<file path="src/source/fu_pkg.sv">
`default_nettype none

package fu_pkg;

  localparam int WORD_WIDTH    = 64;
  localparam int ROB_TAG_WIDTH = 5;
  localparam int SHAMT_WIDTH   = 6;

  typedef logic [WORD_WIDTH-1:0]    word_t;
  typedef logic [ROB_TAG_WIDTH-1:0] rob_tag_t;
  typedef logic [SHAMT_WIDTH-1:0]   shamt_t;
  typedef logic [3:0]               alu_func_t;

  // ALU function codes, dense 0 to 15
  localparam alu_func_t ALU_ADDQ   = 4'd0;
  localparam alu_func_t ALU_SUBQ   = 4'd1;
  localparam alu_func_t ALU_AND    = 4'd2;
  localparam alu_func_t ALU_BIC    = 4'd3;
  localparam alu_func_t ALU_BIS    = 4'd4;
  localparam alu_func_t ALU_ORNOT  = 4'd5;
  localparam alu_func_t ALU_XOR    = 4'd6;
  localparam alu_func_t ALU_EQV    = 4'd7;
  localparam alu_func_t ALU_SRL    = 4'd8;
  localparam alu_func_t ALU_SLL    = 4'd9;
  localparam alu_func_t ALU_SRA    = 4'd10;
  localparam alu_func_t ALU_CMPULT = 4'd11;
  localparam alu_func_t ALU_CMPEQ  = 4'd12;
  localparam alu_func_t ALU_CMPULE = 4'd13;
  localparam alu_func_t ALU_CMPLT  = 4'd14;
  localparam alu_func_t ALU_CMPLE  = 4'd15;

  localparam word_t ALU_POISON = 64'hdead_c0de_bad0_f00d; // Undefined function code

  typedef struct packed {
    logic      valid;
    alu_func_t func;
    word_t     opa;
    word_t     opb;
    rob_tag_t  tag;
  } alu_req_t;

  typedef struct packed {
    logic     valid;
    word_t    opa;    // Multiplicand
    word_t    opb;    // Multiplier
    rob_tag_t tag;
  } mult_req_t;

  typedef struct packed {
    logic     valid;
    word_t    result;
    rob_tag_t tag;
  } fu_result_t;

  typedef struct packed {
    logic     valid;
    word_t    product; // Running sum
    word_t    mplier;
    word_t    mcand;
    rob_tag_t tag;
  } mult_stage_t;

endpackage

`default_nettype wire
</file>
<file path="src/source/completion_arbiter.sv">
`timescale 1ns/1ps
`default_nettype none

module completion_arbiter
  import fu_pkg::*;
(
  input  fu_result_t alu_result,
  input  fu_result_t mult_result,
  input  logic       complete_ready,
  output logic       alu_grant,
  output logic       mult_grant,
  output fu_result_t complete
);

  // Multiply wins, it is the older operation
  assign mult_grant = complete_ready && mult_result.valid;
  assign alu_grant  = complete_ready && !mult_result.valid;

  always_comb begin
    if (mult_result.valid) begin
      complete = mult_result;
    end else begin
      complete = alu_result; // Invalid too when the ALU is empty
    end
  end

endmodule

`default_nettype wire

</file>
<file path="config.mk">
export PLATFORM = sky130hd
export DESIGN_NAME = completion_arbiter
export DESIGN_NICKNAME = d
export VERILOG_FILES = /design/src/source/fu_pkg.sv /design/src/source/completion_arbiter.sv
export SDC_FILE = /design/constraint.sdc
export NUM_CORES = 1
export LEC_CHECK = 0
export ABC_AREA = 1
export CAP_MARGIN = 40
export CORE_AREA = 2 2 82 84
export DETAILED_ROUTE_END_ITERATION = 10
export DIE_AREA = 0 0 84 86
export DONT_BUFFER_PORTS = 1
export GPL_ROUTABILITY_DRIVEN = 0
export GPL_TIMING_DRIVEN = 0
export PLACE_DENSITY_LB_ADDON = 0.15
export REMOVE_ABC_BUFFERS = 1
export SLEW_MARGIN = 20
export SYNTH_ARGS = -nofsm -noshare
export SYNTH_HDL_FRONTEND = slang
export SYNTH_SLANG_ARGS = --single-unit
</file>
<file path="constraint.sdc">
create_clock -name vclk -period 0.85
set_input_delay 0.1275 -clock vclk [all_inputs]
set_output_delay 0.1275 -clock vclk [all_outputs]
set_load 0.01 [all_outputs]
</file>
Yosys cells after proc, flatten, opt, wreduce, memory -nomap -nowiden
Index checks and enable logic that the tools add are counted.
{ "totals": {"ff_bits": 0, "inputBits": 141, "output_inout_bits": 72, "elab_cells": 4} }
{ "classes": {"mux": 1, "reduce_logical": 3} }
{ "ops": {"columns": ["operator", "n"], "rows": [
  ["$mux 70", 1],
  ["$logic_and 1x1->1", 2],
  ["$logic_not 1->1", 1]
]} }

Logic depth before layout (Yosys ltp)
Gate-level depths: netlist of the first run.
{ "logic_depth": {"word_depth": 2, "mapped_depth": 6, "ltp_nobuf": 3} }

Worst setup path before layout of the first run
No wires, ideal clock.
{ "synth_timing": {"path_type": "input to output", "from": "input mult_result[69] in the netlist's numbering", "to": "output complete[58] in the netlist's numbering", "arrival_time_ns": 0.699, "required_ns": 0.722, "slack_ns": 0.024, "cell_stages": 6, "n_path_buf": 3, "cell_sequence": "buf_4 -> inv_4 -> buf_6 -> buf_6 -> nand2_1 -> nand2_1"} }
{ "synth_rtl": {"columns": ["item", "line_no", "text"], "rows": [
  ["from (decl)", "completion_arbiter.sv:8", "input fu_result_t mult_result,"],
  ["to (decl)", "completion_arbiter.sv:12", "output fu_result_t complete"]
]} }

==> results.txt, run 1 <==
final number of max-transition violations - 0
Die Area - 7220 um^2
post-synth cell types - 8
Final Critical Period - 779 ps
# Post-CTS Setup Buffers - 0
drt wl/cell - 10.6 um
Max Freq - 1280 MHz
CP Launch Point - mult_result[69]
Buffers on Ports - 0
count leader, synth - nand2_1
Initial DRC Count - 35
number of nets in the layout - 356
share of the synthesized area in the top cell type - 87.3%
first-pass GRT wire length - 3940 um
top cells by count, synth - nand2_1, buf_2, buf_6, inv_1
hold slack - 324 ps
Place WS - -143 ps
drt total wl - 3070 um
RSZ-0062 raised after global routing - no
startpoint class of the critical path - input port
core area - 6280 um^2
clock buf count - 0
Final Worst Setup Slack - 70.5 ps
I/O pin count - 213
sequential area share after synthesis - 0%
Crit. End Element - output port
vias per cell - 4.31
GR Util All Layers - 6.26%
cts-stage hold buffer count - 0
final global-route overflow total - 0
placed wire-length estimate - 2510 um
synthesized area - 895 um^2
Syn Inst Count - 228
Pleak - 0.633 nW
relative slew slack - 77.9%
critical path type - input port to output port
Syn-to-layout area delta - 1.26%
Chip Height - 86 um
synthesized area per cell - 3.92 um^2
Hold Fails Final Rpt - 0
post-cts sizing count - 2
CP arrival - 650 ps
largest area contributor in the synthesized netlist - nand2_1
Max FO, Critical Path - 73
Synth area leaders - nand2_1, buf_2, buf_6
multi-input logic area - 791 um^2
initial antenna violation count - 0
register area - 0 um^2
Power, Total - 0.478 mW
CP Capture Point - complete[37]
largest net degree at the start of global routing - 74
power per cell area - 528 nW/um^2
FFs & Latches - 0
DR vias - 1250
Rows - 29
setup violators final - 0
Peak supply drop - 0.000275 V
max-cap violations - 0
Yosys warning count - 0
post-route ant nets - 0
CP required - 720 ps
status - complete, no violations
die span in x - 84 um
final clock period utilization by the worst path - 91.7%
worst-margin pin slew - 331 ps
Initial Utilization - 14.3%
vias in the first global route - 962
Fillers - 752
layout cell share with drive strength beyond 1 - 0.939%
Pre-Repair DR Iteration Count - 4
antenna fix cells - 0
worst hold path class - input port to output port
number of remaining DRC errors - 0
-- layer usage --
metal | vias up | global-route usage (%) | routed length [um]
li1 | 637 | - | -
met1 | 492 | 5.32 | 979
met2 | 121 | 15.6 | 1700
met3 | 0 | 0.385 | 385
met4 | 0 | 0 | 0
met5 | - | 0 | 0
-- through the flow --
| stage | std cells | instance area, um^2 | util, % | TNS [ps] |
|---|---|---|---|---|
| global route | 290 | 906 | 14.4 | 0 |
| finish | 290 | 906 | 14.4 | 0 |
| floorplan | 213 | 805 | - | 0 |
| CTS | 290 | 906 | 14.4 | 0 |
| global placement | 290 | 901 | 14.4 | -6190 |
| detailed placement | 290 | 901 | 14.4 | -7190 |
-- logic make-up after synthesis --
logic type,count (synthesis),synth area share [%]
and+or+nand+nor,210,88.4
buffers and inverters,18,11.6
-- how the worst min path moves through the flow --
| stage | startpoint | to | slack (ps) | cells past startpoint |
|---|---|---|---|---|
| global route | mult_result[69] | alu_grant | 320 | 1 |
| detailed placement | mult_result[69] | alu_grant | 320 | 1 |
| global placement | mult_result[69] | alu_grant | 320 | 1 |
| floorplan | mult_result[69] | alu_grant | 300 | 1 |
| finish | mult_result[69] | alu_grant | 320 | 1 |
| CTS | mult_result[69] | alu_grant | 320 | 1 |
-- final cells by class --
class / instances / share of cell area, %
Tap cell: 77 / 10.6
Inverter: 3 / 2.07
Multi-Input combinational cell: 210 / 87.3
-- cells in the final DEF (no fill, tap or decap), drive strengths merged --
cell type and instances:
nor2 1, inv 3, nand2 208, or2 1
-- worst max-delay path, cell delays in order --
cell and delay [ps]:
inv_8 240, nand2_1 80, nand2_1 150
-- report_power, final --
part	total, mW	switching, mW	leakage (nW)	internal, mW
Sequential	0	0	0	0
Combinational	0.478	0.351	0.633	0.128
Clock	0	0	0	0
Power figures use the tool's default switching activity.
==> run 2, diff against run 1 <==
- PLACE_DENSITY_LB_ADDON: 0.15 -> default
==> run 2 against run 1 <==
Sequential share of layout area stayed put. Setup slack better by 2.1 ps. Cell count stayed put. Largest cell class unchanged. Critical endpoint is now complete[68]. Maximum frequency is 0.27% higher. Non-clock buffer count stayed put. Cell area stayed put. Highest routed layer unchanged.
==> results.txt, run 2 (synthesized netlist as in run 1, its figures left out) <==
final global-route overflow total - 0 (unchanged)
clock buf count - 0 (unchanged)
Power Internal - 0.127 mW (-0.13%)
Power, Total - 0.488 mW (+2.1%)
worst-margin pin slew - 339 ps (+8.52 ps)
Chip Height - 86 um (unchanged)
Pleak - 0.633 nW (unchanged)
Initial DRC Count - 29 (-17%)
drt total wl - 3680 um (+20%)
Final Worst Setup Slack - 72.6 ps (+2.06 ps)
Seq pwr share - 0% (unchanged)
number of remaining DRC errors - 0 (unchanged)
startpoint class of the critical path - input port
Peak supply drop - 0.000121 V (-56%)
Crit. End Element - output port
Final Critical Period - 777 ps (-2.06 ps)
die span in x - 84 um (unchanged)
final clock period utilization by the worst path - 91.5% (-0.24 points)
# Post-CTS Setup Buffers - 0 (unchanged)
FFs & Latches - 0 (unchanged)
most frequent cells in the layout - nand2_1, inv_1, inv_8, nor2_1, or2_2
critical path type - input port to output port
cts-stage hold buffer count - 0 (unchanged)
clock power share - 0% (unchanged)
Die Area - 7220 um^2 (unchanged)
final setup TNS - 0 ps (unchanged)
register area - 0 um^2 (unchanged)
DP Area - 901 um^2 (unchanged)
hold slack - 315 ps (-8.50 ps)
Final Non-Filler Cells - 290 (unchanged)
sw frac - 73.9% (+0.59 points)
Initial Utilization - 14.3% (unchanged)
placed wire-length estimate - 3060 um (+22%)
GR Util All Layers - 8.04% (+1.8 points)
initial antenna violation count - 0 (unchanged)
Max FO, Critical Path - 73 (unchanged)
first-pass GRT wire length - 4790 um (+22%)
largest net degree at the start of global routing - 74 (unchanged)
Combinational Power Share - 100.0% (about the same)
power per cell area - 539 nW/um^2 (+2.1%)
vias in the first global route - 1042 (+8.3%)
number of nets in the layout - 356 (unchanged)
CP arrival - 650 ps (about the same)
# placed instances - 290 (unchanged)
antenna fix cells - 0 (unchanged)
worst hold path class - input port to output port
Hold Fails Final Rpt - 0 (unchanged)
post-cts sizing count - 2 (unchanged)
NetSw - 0.361 mW (+2.9%)
I/O pin count - 213 (unchanged)
DR vias - 1291 (+3.3%)
setup violators final - 0 (unchanged)
core area - 6280 um^2 (unchanged)
Pre-Repair DR Iteration Count - 4 (unchanged)
final number of max-transition violations - 0 (unchanged)
Place WS - -160 ps (-17.8 ps)
vias per cell - 4.45 (+3.3%)
Rows - 29 (unchanged)
Syn-to-layout area delta - 1.26% (unchanged)
Buffers on Ports - 0 (unchanged)
layout cell share with drive strength beyond 1 - 0.939% (unchanged)
RSZ-0062 raised after global routing - no
status - complete, no violations
post-route ant nets - 0 (unchanged)
max-cap violations - 0 (unchanged)
most common cell after layout, fill and taps aside - nand2_1
Max Freq - 1290 MHz (+0.27%)
relative slew slack - 77.4% (-0.57 points)
post-route cell area - 906 um^2 (unchanged)
Final Util - 14.4% (unchanged)
CP required - 720 ps (about the same)
drt wl/cell - 12.7 um (+20%)
## run 2: worst max-delay path, cell delays in order
cell	delay, ps
inv_8	240
nand2_1	110
nand2_1	140
## run 2: layout make-up
type / count / area, um^2
Fill cell: 744 / 5370
Multi-Input combinational cell: 210 / 791
Tap cell: 77 / 96.3
Inverter: 3 / 18.8
## run 2: power groups by stage
stage	registers, mW	clock network (mW)	logic, mW
detailed placement	0	0	0.497
finish	0	0	0.488
global placement	0	0	0.486
floorplan	0	0	0.426
global route	0	0	0.545
CTS	0	0	0.498
## run 2: metal layers
layer	part of all wire [%]	vias to the layer above	GRT usage (%)
met4	0	0	0.147
met5	0	-	0
met1	36	520	8.69
met3	12	0	1.06
met2	52	135	17.2
li1	-	636	-
## run 2: path summary, 6_finish.rpt
kind | from | end | slack (ps) | cells after the start
setup / recovery | mult_result[69] | complete[68] | 70 | 3
hold / removal | mult_result[69] | alu_grant | 320 | 1
==> run 3, diff against run 2 <==
- PLACE_DENSITY_LB_ADDON: default -> 0.05
- REMOVE_ABC_BUFFERS: 1 -> default
==> run 3 against run 2 <==
Non-clock buffer count grew 16. Sequential cell count did not move. Global-route usage grew 0.14 points. Clock-buffer cell count stayed put. Largest cell class unchanged. Largest power group unchanged.
==> results.txt, run 3 (synthesized netlist as in run 1, its figures left out) <==
Initial DRC Count - 25 (-14%)
RSZ-0062 raised after global routing - yes
Max FO, Critical Path - 10 (-86%)
setup violators final - 0 (unchanged)
CP peak stage delay - 130 ps (-110 ps)
most common cell after layout, fill and taps aside - nand2_1
cts-stage hold buffer count - 0 (unchanged)
final number of max-transition violations - 0 (unchanged)
Final Critical Period - 817 ps (+40.0 ps)
CP required - 720 ps (about the same)
critical path type - input port to output port
register area - 0 um^2 (unchanged)
largest net degree at the start of global routing - 11 (-85%)
Peak supply drop - 0.000132 V (+8.6%)
worst-margin pin slew - 213 ps (-126 ps)
DR vias - 1331 (+3.1%)
Hold Fails Final Rpt - 0 (unchanged)
Pre-Repair DR Iteration Count - 4 (unchanged)
Die Area - 7220 um^2 (unchanged)
hold slack - 343 ps (+28.0 ps)
Critical-path top delay cell - buf_12
drt wl/cell - 12.5 um (-1.6%)
clock buf count - 0 (unchanged)
worst hold path class - input port to output port
Max Freq - 1220 MHz (-4.9%)
final clock period utilization by the worst path - 96.2% (+4.7 points)
layout cell share with drive strength beyond 1 - 16.6% (+16 points)
Final Util - 17.6% (+3.2 points)
Chip Height - 86 um (unchanged)
power per cell area - 577 nW/um^2 (+7.0%)
Buffers on Ports - 0 (unchanged)
Syn Nets - 369
Place WS - -164 ps (-3.26 ps)
first-pass GRT wire length - 4900 um (+2.3%)
number of nets in the layout - 372 (+4.5%)
post-route ant nets - 0 (unchanged)
vias per cell - 4.35 (-2.3%)
Initial Utilization - 14.3% (unchanged)
Syn-to-layout area delta - 23.6%
GR Util All Layers - 8.18% (+0.14 points)
vias in the first global route - 1053 (+1.1%)
max-cap violations - 0 (unchanged)
worst-path cell chain - buf_12 -> inv_8 -> buf_8 -> buf_8 -> nand2_1 -> nand2_2
most frequent cells in the layout - nand2_1, nand2_2, buf_2, buf_4
Rows - 29 (unchanged)
number of remaining DRC errors - 0 (unchanged)
core area - 6280 um^2 (unchanged)
most used cell, CP - buf_8
drt total wl - 3820 um (+3.8%)
FFs & Latches - 0 (unchanged)
CP arrival - 690 ps (+40 ps)
die span in x - 84 um (unchanged)
I/O pin count - 213 (unchanged)
Power, Total - 0.638 mW (+31%)
status - complete, no violations
relative slew slack - 85.7% (+8.4 points)
Pleak - 0.719 nW (+14%)
initial antenna violation count - 0 (unchanged)
placed wire-length estimate - 3280 um (+7.5%)
Crit. End Element - output port
antenna fix cells - 0 (unchanged)
startpoint class of the critical path - input port
Final Worst Setup Slack - 32.6 ps (-40.0 ps)
final global-route overflow total - 0 (unchanged)
## run 3: metal layers
| layer | part of all wire [%] | track usage, % | vias to the layer above |
|---|---|---|---|
| met2 | 61 | 20.5 | 111 |
| met1 | 31 | 7.15 | 548 |
| li1 | - | - | 672 |
| met3 | 8.3 | 0.0962 | 0 |
| met5 | 0 | 0 | - |
| met4 | 0 | 0 | 0 |
## run 3: worst max-delay path, delay by kind of cell
| family | cells | cell delay (ps) |
|---|---|---|
| buf+inv | 4 | 430 |
| simple gates | 2 | 140 |
## run 3: path summary, 6_finish.rpt
kind / startpoint / endpoint / cells past startpoint
worst max-delay path: mult_result[69] / complete[59] / 6
worst min-delay path: complete_ready / alu_grant / 2
## run 3: layout make-up
type               instances  area [um^2]
fillers                  752         5170
multi-input cells        210          846
plain buffers             15          125
well taps                 77         96.3
repair buffers             1         20.0
inverters                  3         18.8
## run 3: through the flow
| step | instance area (um^2) | instances | TNS, ps |
|---|---|---|---|
| CTS | 1060 | 306 | -219 |
| floorplan | 895 | 228 | 0 |
| global route | 1110 | 306 | -156 |
| global placement | 991 | 305 | -6400 |
| detailed placement | 991 | 305 | -6680 |
| finish | 1110 | 306 | 0 |
## run 3: power breakdown
group | switching, mW | internal [mW] | total [mW]
logic | 0.439 | 0.199 | 0.638
registers | 0 | 0 | 0
clock network | 0 | 0 | 0
## run 3: timing repair
action,4_1_cts,5_1_grt
gates resized for setup,17,19
buffers inserted,1,0
pin swaps,1,1
endpoints found under the setup margin,71,50
